<file path="src/design/pkt_app_params.svh">
`ifndef PKT_APP_PARAMS_SVH
`define PKT_APP_PARAMS_SVH

// ====================
// Steering lanes
// ====================

// Identical lanes behind the dispatcher
`define PKT_APP_NUM_LANES 4
// Words buffered per lane ahead of the output stage
`define PKT_APP_LANE_DEPTH 2
// Host output buffer
`define PKT_APP_HOST_DEPTH 4

// ====================
// Field widths
// ====================
`define PKT_APP_DATA_W 32
`define PKT_APP_TS_W 32

// Egress port number that selects the host output
`define PKT_APP_HOST_PORT 3

`endif

</file>
<file path="src/design/pkt_app_pkg.sv">
`include "pkt_app_params.svh"
`default_nettype none

package pkt_app_pkg;

    // Ingress and egress port number
    typedef logic [1:0] port_t;

    // Word on the input, inside the lanes and on the switch output
    typedef struct packed {
        logic [`PKT_APP_DATA_W-1:0] data;
        port_t                      tid;
        port_t                      tdest;
    } pkt_t;

    // Word on the host output, tdest replaced by the lane timestamp
    typedef struct packed {
        logic [`PKT_APP_DATA_W-1:0] data;
        port_t                      tid;
        logic [`PKT_APP_TS_W-1:0]   timestamp;
    } host_pkt_t;

    // One egress entry per ingress port
    typedef port_t [2**$bits(port_t)-1:0] dest_map_t;

    // Management write request
    typedef struct packed {
        port_t addr;
        port_t dest;
    } map_wr_t;

endpackage

`default_nettype wire

</file>
<file path="src/design/stream_fifo.sv">
`timescale 1ns/100ps
`default_nettype none

module stream_fifo #(
    parameter type item_t = logic,
    parameter int  DEPTH  = 2
) (
    input  logic  axil_if,
    input  logic  reset,
    input  item_t in_item,
    input  logic  in_valid,
    output logic  in_ready,
    output item_t out_item,
    output logic  out_valid,
    input  logic  out_ready
);

    localparam int ptr_w = (DEPTH > 1) ? $clog2(DEPTH) : 1;
    localparam int cnt_w = $clog2(DEPTH + 1);

    item_t mem [DEPTH];

    logic [ptr_w-1:0] wr_ptr;
    logic [ptr_w-1:0] rd_ptr;
    logic [cnt_w-1:0] count;

    logic push;
    logic pop;

    // No pass-through when full, so in_ready never waits on out_ready
    assign in_ready  = (count != cnt_w'(DEPTH));
    assign out_valid = (count != '0);
    assign out_item  = mem[rd_ptr];

    assign push = in_valid && in_ready;
    assign pop  = out_valid && out_ready;

    always_ff @(posedge axil_if) begin
        if (push) begin
            mem[wr_ptr] <= in_item;
        end
    end

    // Pointers wrap at DEPTH, which need not be a power of two
    always_ff @(posedge axil_if) begin
        if (reset) begin
            wr_ptr <= '0;
            rd_ptr <= '0;
            count  <= '0;
        end else begin
            if (push) begin
                wr_ptr <= (wr_ptr == ptr_w'(DEPTH - 1)) ? '0 : wr_ptr + 1'b1;
            end
            if (pop) begin
                rd_ptr <= (rd_ptr == ptr_w'(DEPTH - 1)) ? '0 : rd_ptr + 1'b1;
            end
            if (push && !pop) begin
                count <= count + 1'b1;
            end else if (pop && !push) begin
                count <= count - 1'b1;
            end
        end
    end

endmodule

`default_nettype wire

</file>
<file path="src/design/dest_map_regs.sv">
`timescale 1ns/100ps
`default_nettype none

`include "pkt_app_params.svh"

module dest_map_regs
    import pkt_app_pkg::*;
(
    input  logic      axil_if,
    input  logic      reset,
    input  logic      map_req,
    input  map_wr_t   map_wr,
    output logic      map_ack,
    output dest_map_t dest_map
);

    localparam int num_entries = 2**$bits(port_t);

    // ====================
    // Four-phase handshake
    // ====================

    // Entry is written on the same edge that raises the ack
    logic wr_en;

    assign wr_en = map_req && !map_ack;

    always_ff @(posedge axil_if) begin
        if (reset) begin
            map_ack <= 1'b0;
        end else if (wr_en) begin
            map_ack <= 1'b1;
        end else if (!map_req) begin
            map_ack <= 1'b0;
        end
    end

    // ====================
    // Table
    // ====================

    // Identity map after reset, port i goes to port i
    always_ff @(posedge axil_if) begin
        if (reset) begin
            for (int i = 0; i < num_entries; i++) begin
                dest_map[i] <= port_t'(i);
            end
        end else if (wr_en) begin
            dest_map[map_wr.addr] <= map_wr.dest;
        end
    end

endmodule

`default_nettype wire

</file>
<file path="src/design/lane_dispatch.sv">
`timescale 1ns/100ps
`default_nettype none

`include "pkt_app_params.svh"

module lane_dispatch
    import pkt_app_pkg::*;
(
    input  logic                          axil_if,
    input  logic                          reset,
    input  pkt_t                          in_pkt,
    input  logic                          in_valid,
    output logic                          in_ready,
    output pkt_t                          lane_pkt [`PKT_APP_NUM_LANES],
    output logic [`PKT_APP_NUM_LANES-1:0] lane_valid,
    input  logic [`PKT_APP_NUM_LANES-1:0] lane_ready
);

    localparam int lane_w = $clog2(`PKT_APP_NUM_LANES);

    logic [lane_w-1:0] lane_sel;
    logic              run;

    // Held off until the first edge out of reset
    always_ff @(posedge axil_if) begin
        if (reset) begin
            run <= 1'b0;
        end else begin
            run <= 1'b1;
        end
    end

    // Payload fans out to all lanes, only the selected lane sees valid
    always_comb begin
        for (int i = 0; i < `PKT_APP_NUM_LANES; i++) begin
            lane_pkt[i]   = in_pkt;
            lane_valid[i] = run && in_valid && (lane_sel == lane_w'(i));
        end
    end

    assign in_ready = run && lane_ready[lane_sel];

    // Round-robin pointer moves on each completed transfer
    always_ff @(posedge axil_if) begin
        if (reset) begin
            lane_sel <= '0;
        end else if (in_valid && in_ready) begin
            if (lane_sel == lane_w'(`PKT_APP_NUM_LANES - 1)) begin
                lane_sel <= '0;
            end else begin
                lane_sel <= lane_sel + 1'b1;
            end
        end
    end

endmodule

`default_nettype wire

</file>
<file path="src/design/steer_lane.sv">
`timescale 1ns/100ps
`default_nettype none

`include "pkt_app_params.svh"

module steer_lane
    import pkt_app_pkg::*;
(
    input  logic                     axil_if,
    input  logic                     reset,
    input  logic [`PKT_APP_TS_W-1:0] timestamp,
    input  dest_map_t                dest_map,
    input  pkt_t                     in_pkt,
    input  logic                     in_valid,
    output logic                     in_ready,
    output pkt_t                     out_pkt,
    output logic [`PKT_APP_TS_W-1:0] out_ts,
    output logic                     out_valid,
    input  logic                     out_ready
);

    pkt_t fifo_pkt;
    logic fifo_valid;
    logic fifo_ready;
    pkt_t steered_pkt;
    logic load;

    // ====================
    // Lane buffer
    // ====================
    stream_fifo #(
        .item_t (pkt_t),
        .DEPTH  (`PKT_APP_LANE_DEPTH)
    ) i_lane_fifo (
        .axil_if   (axil_if),
        .reset     (reset),
        .in_item   (in_pkt),
        .in_valid  (in_valid),
        .in_ready  (in_ready),
        .out_item  (fifo_pkt),
        .out_valid (fifo_valid),
        .out_ready (fifo_ready)
    );

    // ====================
    // Lookup and stamp
    // ====================

    // Table entry for the ingress port replaces tdest
    always_comb begin
        steered_pkt       = fifo_pkt;
        steered_pkt.tdest = dest_map[fifo_pkt.tid];
    end

    // Output stage refills when empty or draining
    assign fifo_ready = !out_valid || out_ready;
    assign load       = fifo_valid && fifo_ready;

    always_ff @(posedge axil_if) begin
        if (load) begin
            out_pkt <= steered_pkt;
            out_ts  <= timestamp;
        end
    end

    always_ff @(posedge axil_if) begin
        if (reset) begin
            out_valid <= 1'b0;
        end else if (fifo_ready) begin
            out_valid <= fifo_valid;
        end
    end

endmodule

`default_nettype wire

</file>
<file path="src/design/lane_collect.sv">
`timescale 1ns/100ps
`default_nettype none

`include "pkt_app_params.svh"

module lane_collect
    import pkt_app_pkg::*;
(
    input  logic                          axil_if,
    input  logic                          reset,
    input  pkt_t                          lane_pkt [`PKT_APP_NUM_LANES],
    input  logic [`PKT_APP_TS_W-1:0]      lane_ts [`PKT_APP_NUM_LANES],
    input  logic [`PKT_APP_NUM_LANES-1:0] lane_valid,
    output logic [`PKT_APP_NUM_LANES-1:0] lane_ready,
    output pkt_t                          sw_pkt,
    output logic                          sw_valid,
    input  logic                          sw_ready,
    output host_pkt_t                     host_pkt,
    output logic                          host_valid,
    input  logic                          host_ready
);

    localparam int lane_w = $clog2(`PKT_APP_NUM_LANES);

    logic [lane_w-1:0] lane_sel;
    pkt_t              cur_pkt;
    logic              cur_valid;
    logic              cur_is_host;
    logic              take;

    host_pkt_t         stage_pkt;
    logic              stage_valid;
    logic              stage_ready;
    logic              stage_free;
    logic              sw_free;

    assign cur_pkt     = lane_pkt[lane_sel];
    assign cur_valid   = lane_valid[lane_sel];
    assign cur_is_host = (cur_pkt.tdest == port_t'(`PKT_APP_HOST_PORT));

    assign sw_free    = !sw_valid || sw_ready;
    assign stage_free = !stage_valid || stage_ready;

    // Stall on the selected lane until its destination has room
    assign take = cur_valid && (cur_is_host ? stage_free : sw_free);

    always_comb begin
        for (int i = 0; i < `PKT_APP_NUM_LANES; i++) begin
            lane_ready[i] = take && (lane_sel == lane_w'(i));
        end
    end

    // Same round-robin order as the dispatcher keeps global order
    always_ff @(posedge axil_if) begin
        if (reset) begin
            lane_sel <= '0;
        end else if (take) begin
            if (lane_sel == lane_w'(`PKT_APP_NUM_LANES - 1)) begin
                lane_sel <= '0;
            end else begin
                lane_sel <= lane_sel + 1'b1;
            end
        end
    end

    // ====================
    // Switch output
    // ====================
    always_ff @(posedge axil_if) begin
        if (take && !cur_is_host) begin
            sw_pkt <= cur_pkt;
        end
    end

    always_ff @(posedge axil_if) begin
        if (reset) begin
            sw_valid <= 1'b0;
        end else if (take && !cur_is_host) begin
            sw_valid <= 1'b1;
        end else if (sw_ready) begin
            sw_valid <= 1'b0;
        end
    end

    // ====================
    // Host output
    // ====================

    // Staging register rebuilds the word with the lane timestamp
    always_ff @(posedge axil_if) begin
        if (take && cur_is_host) begin
            stage_pkt.data      <= cur_pkt.data;
            stage_pkt.tid       <= cur_pkt.tid;
            stage_pkt.timestamp <= lane_ts[lane_sel];
        end
    end

    always_ff @(posedge axil_if) begin
        if (reset) begin
            stage_valid <= 1'b0;
        end else if (take && cur_is_host) begin
            stage_valid <= 1'b1;
        end else if (stage_ready) begin
            stage_valid <= 1'b0;
        end
    end

    stream_fifo #(
        .item_t (host_pkt_t),
        .DEPTH  (`PKT_APP_HOST_DEPTH)
    ) i_host_fifo (
        .axil_if   (axil_if),
        .reset     (reset),
        .in_item   (stage_pkt),
        .in_valid  (stage_valid),
        .in_ready  (stage_ready),
        .out_item  (host_pkt),
        .out_valid (host_valid),
        .out_ready (host_ready)
    );

endmodule

`default_nettype wire

</file>
<file path="src/design/pkt_steer_app.sv">
`timescale 1ns/100ps
`default_nettype none

`include "pkt_app_params.svh"

module pkt_steer_app
    import pkt_app_pkg::*;
(
    input  logic                     axil_if,
    input  logic                     reset,
    input  logic [`PKT_APP_TS_W-1:0] timestamp,
    input  logic                     map_req,
    input  map_wr_t                  map_wr,
    output logic                     map_ack,
    input  pkt_t                     in_pkt,
    input  logic                     in_valid,
    output logic                     in_ready,
    output pkt_t                     sw_pkt,
    output logic                     sw_valid,
    input  logic                     sw_ready,
    output host_pkt_t                host_pkt,
    output logic                     host_valid,
    input  logic                     host_ready
);

    dest_map_t                     dest_map;

    // Dispatcher to lanes
    pkt_t                          disp_pkt [`PKT_APP_NUM_LANES];
    logic [`PKT_APP_NUM_LANES-1:0] disp_valid;
    logic [`PKT_APP_NUM_LANES-1:0] disp_ready;

    // Lanes to collector
    pkt_t                          lane_pkt [`PKT_APP_NUM_LANES];
    logic [`PKT_APP_TS_W-1:0]      lane_ts [`PKT_APP_NUM_LANES];
    logic [`PKT_APP_NUM_LANES-1:0] lane_valid;
    logic [`PKT_APP_NUM_LANES-1:0] lane_ready;

    dest_map_regs i_dest_map_regs (
        .axil_if  (axil_if),
        .reset    (reset),
        .map_req  (map_req),
        .map_wr   (map_wr),
        .map_ack  (map_ack),
        .dest_map (dest_map)
    );

    lane_dispatch i_lane_dispatch (
        .axil_if    (axil_if),
        .reset      (reset),
        .in_pkt     (in_pkt),
        .in_valid   (in_valid),
        .in_ready   (in_ready),
        .lane_pkt   (disp_pkt),
        .lane_valid (disp_valid),
        .lane_ready (disp_ready)
    );

    // ====================
    // Steering lanes
    // ====================
    for (genvar g = 0; g < `PKT_APP_NUM_LANES; g++) begin : g_lane
        steer_lane i_steer_lane (
            .axil_if   (axil_if),
            .reset     (reset),
            .timestamp (timestamp),
            .dest_map  (dest_map),
            .in_pkt    (disp_pkt[g]),
            .in_valid  (disp_valid[g]),
            .in_ready  (disp_ready[g]),
            .out_pkt   (lane_pkt[g]),
            .out_ts    (lane_ts[g]),
            .out_valid (lane_valid[g]),
            .out_ready (lane_ready[g])
        );
    end

    lane_collect i_lane_collect (
        .axil_if    (axil_if),
        .reset      (reset),
        .lane_pkt   (lane_pkt),
        .lane_ts    (lane_ts),
        .lane_valid (lane_valid),
        .lane_ready (lane_ready),
        .sw_pkt     (sw_pkt),
        .sw_valid   (sw_valid),
        .sw_ready   (sw_ready),
        .host_pkt   (host_pkt),
        .host_valid (host_valid),
        .host_ready (host_ready)
    );

endmodule

`default_nettype wire

</file>
<file path="config.mk">
export PLATFORM = sky130hd
export DESIGN_NAME = pkt_steer_app
export DESIGN_NICKNAME = d
export VERILOG_FILES = /design/src/design/pkt_app_pkg.sv /design/src/design/stream_fifo.sv /design/src/design/dest_map_regs.sv /design/src/design/lane_dispatch.sv /design/src/design/steer_lane.sv /design/src/design/lane_collect.sv /design/src/design/pkt_steer_app.sv
export VERILOG_INCLUDE_DIRS = /design/src /design/src/design
export SDC_FILE = /design/constraint.sdc
export NUM_CORES = 1
export LEC_CHECK = 0
export BUFFER_PORTS_ARGS = -buffer_cell sky130_fd_sc_hd__buf_2
export CAP_MARGIN = 20
export CORE_ASPECT_RATIO = 1.25
export CORE_UTILIZATION = 49
export CTS_CLUSTER_DIAMETER = 200
export CTS_CLUSTER_SIZE = 28
export DETAILED_ROUTE_END_ITERATION = 8
export GPL_ROUTABILITY_DRIVEN = 0
export PLACE_DENSITY = 0.78
export SLEW_MARGIN = 20
export SYNTH_ARGS = -nofsm -noshare
export SYNTH_HDL_FRONTEND = slang
export SYNTH_HIERARCHICAL = 1
export SYNTH_SLANG_ARGS = --single-unit
</file>
<file path="constraint.sdc">
create_clock -name axil_if -period 9.59 [get_ports axil_if]
set_clock_uncertainty 0.1 [all_clocks]
set_input_delay 2.3975 -clock axil_if [delete_from_list [all_inputs] [get_ports axil_if]]
set_output_delay 2.3975 -clock axil_if [all_outputs]
set_load 0.05 [all_outputs]
</file>
==> results.yml <==
sta:
  rsz_0062_raised_after_global_routing: "false"
  worstMarginPinSlew_ps: 1150
  slew_headroom_pct: 23.3
  clock.fmax_mhz: 181
  final_period_minus_worst_setup_slack_ps: 5510
  setup-violations-final: 0
  number_of_max_slew_violations_in_the_final_report: 0
  timing_hold_violations_final: 0
  aggregate_negative_setup_slack_ps: 0
  post-route-period-util_pct: 57.5
  fin_worst_hold_slack_ps: 395
run_status:
  status: "completed"
grt:
  grt_pass1_vias: 15600
  maximum_number_of_pins_on_one_net_before_global_route_repair: 67
  global_route_wire_length_before_repair_um: 96800
  antenna_found_initial: 24
  globalRouteOverflowTotal: 0
  grt_util_all_layers_pct: 17.6
floorplan:
  die_h_um: 305
  num_rows: 110
  initial_standard_cell_utilization_of_the_core_pct: 49.7
  design.portCount: 184
  core_mm2: 0.0723
  design.die.area_mm2: 0.0744
  dieWidth_um: 244
final_layout:
  layout-area-overhead-vs-synth_pct: 5.94
  most_used_cells_in_the_layout_excluding_fill_and_tap_cells: "910 x edfxtp_1, 181 x buf_2, 136 x mux2_2, 135 x mux4_2, 41 x dfxtp_1"
  number_of_fill_cells: 5329
  finalNetCount: 1792
  final_common_cell: "edfxtp_1"
  final_core_occ_pct: 52.7
  final_instance_count_without_filler_cells: 2672
  share_of_cells_above_drive_strength_1_pct: 32.6
setup_path:
  critical_path_arrival_ps: 3020
  number_of_buffers_and_inverters_on_the_critical_path: 2
  critical_path.slowest_cell: "dfxtp_4"
  worst-setup-path-type: "reg2out"
  critical_path.max_stage_delay_ps: 810
  critPathRequiredTime_ps: 7090
  worstPathMaxFanout: 35
  kind_of_launch_point_of_the_worst_setup_path: "register"
  worst-r2r-setup-slack_ps: 5190
  worst_path_dominant_cell_family: "buffers and inverters"
  crit_chain: "buf_4 -> mux4_2 -> buf_2"
  end_kind: "output pin"
clock_tree:
  clk_pin_slew_ps: 100
  cts_made_buffers: 40
  cts_root_buffer: "clkbuf_16"
  cts-htree-levels: 2
  post_cts_hold_buffer_count: 0
  clk_latency_ps: 590
  tritoncts: "done"
  clock_sinks: 959
  postCtsSetupRepairBufs: 0
  clock_tree.buffer_depth: 3
  ctsResizeCount: 0
routing:
  detail_route.drc_violations: 0
  avgRoutedWirePerCell_um: 24.7
  via_count: 14900
  routed_wirelength_um: 66000
  avgViaCountPerCell: 5.59
  drt_pre_antenna_iters: 5
  final_antenna_net_count: 0
  first_iter_violations: 1061
power_and_ir_drop:
  peak_ir_drop_on_the_vdd_network_v: 0.000193
  p_per_area_mw_per_mm2: 268
  cellLeakagePower_nw: 12.0
job:
  maxCapViolations: 0
logic_synthesis:
  mappedNetlistArea_mm2: 0.0359
  ys.warnings.count: 6
  syn-instance-count: 1635
  avgSynthCellArea_um2: 22.0
  synthesis.nets: 1732
hold_path:
  worstHoldPathType: "reg2reg"
placed_design:
  dp.final_hpwl_um: 38400
  placed_cells_incl_taps: 2605
  port_buffers: 181
## stage by stage
step	cell area (um2)	setup WS (ps)	total power (W)
2_1_floorplan	35900	3470	0.00764
3_3_place_gp	36900	4590	0.00824
3_5_place_dp	36900	4550	0.00836
4_1_cts	38000	3920	0.0102
5_1_grt	38000	3840	0.0105
6_report	38000	4080	0.0102
## per-layer routing
layer | up-vias | share of wire [%] | GRT usage, % | wire length (um)
met1 | 7832 | 38 | 21.3 | 24900
met3 | 123 | 5.9 | 3.00 | 3910
met4 | 24 | 2.4 | 5.61 | 1610
li1 | 6490 | - | - | -
met5 | - | 0.20 | 0 | 134
met2 | 472 | 54 | 31.9 | 35400
## sequential cells by signal, summed over array words and instances (netlist names), 4 cells and up, named ones only
| name | flops |
|---|---|
| g_lane.i_steer_lane/i_lane_fifo/mem | 272 |
| i_lane_collect/i_host_fifo/mem | 264 |
| g_lane.i_steer_lane/out_pkt | 144 |
| g_lane.i_steer_lane/out_ts | 128 |
| i_lane_collect/stage_pkt | 66 |
| i_lane_collect/sw_pkt | 36 |
| g_lane.i_steer_lane/i_lane_fifo/count | 8 |
| i_dest_map_regs/dest_map | 8 |
| g_lane.i_steer_lane/i_lane_fifo/rd_ptr | 4 |
| g_lane.i_steer_lane/i_lane_fifo/wr_ptr | 4 |
| g_lane.i_steer_lane/out_valid | 4 |
## report_power, final
part	internal (W)	total, W	switching (W)
clock network	0.000789	0.00195	0.00116
registers	0.00553	0.00590	0.000365
logic	0.000771	0.00234	0.00156
total	0.00709	0.0102	0.00309
## final timing paths
kind / start / endpoint / cells past startpoint
max: register / host_pkt[64] / 3
min: i_lane_collect/stage_pkt[49] / i_lane_collect/i_host_fifo/mem[0][49] / 0
max reg2reg: i_lane_collect/lane_sel[1] / g_lane[1].i_steer_lane/out_pkt[4] / 8
min reg2reg: i_lane_collect/stage_pkt[49] / i_lane_collect/i_host_fifo/mem[0][49] / 0
## cell type report
cell class | instances | area [um2] | share of cell area [%]
antenna | 9 | 22.5 | 0.0592
clock buffer | 55 | 1060 | 2.78
clock inverter | 3 | 55.1 | 0.145
inverter | 17 | 63.8 | 0.168
multi-input combinational | 474 | 6260 | 16.4
sequential | 959 | 28300 | 74.5
tap | 952 | 1190 | 3.13
timing repair buffer | 203 | 1070 | 2.81
## worst register-to-register path: stages (launching register included)
cell and delay [ps]:
dfxtp_4 680, buf_4 690, mux4_2 520, and3_4 230, nor3_4 250, and2_1 160, nand2b_1 150, and2_4 570
buf_4 620
Note: power is estimated with default switching activity, not from simulation.
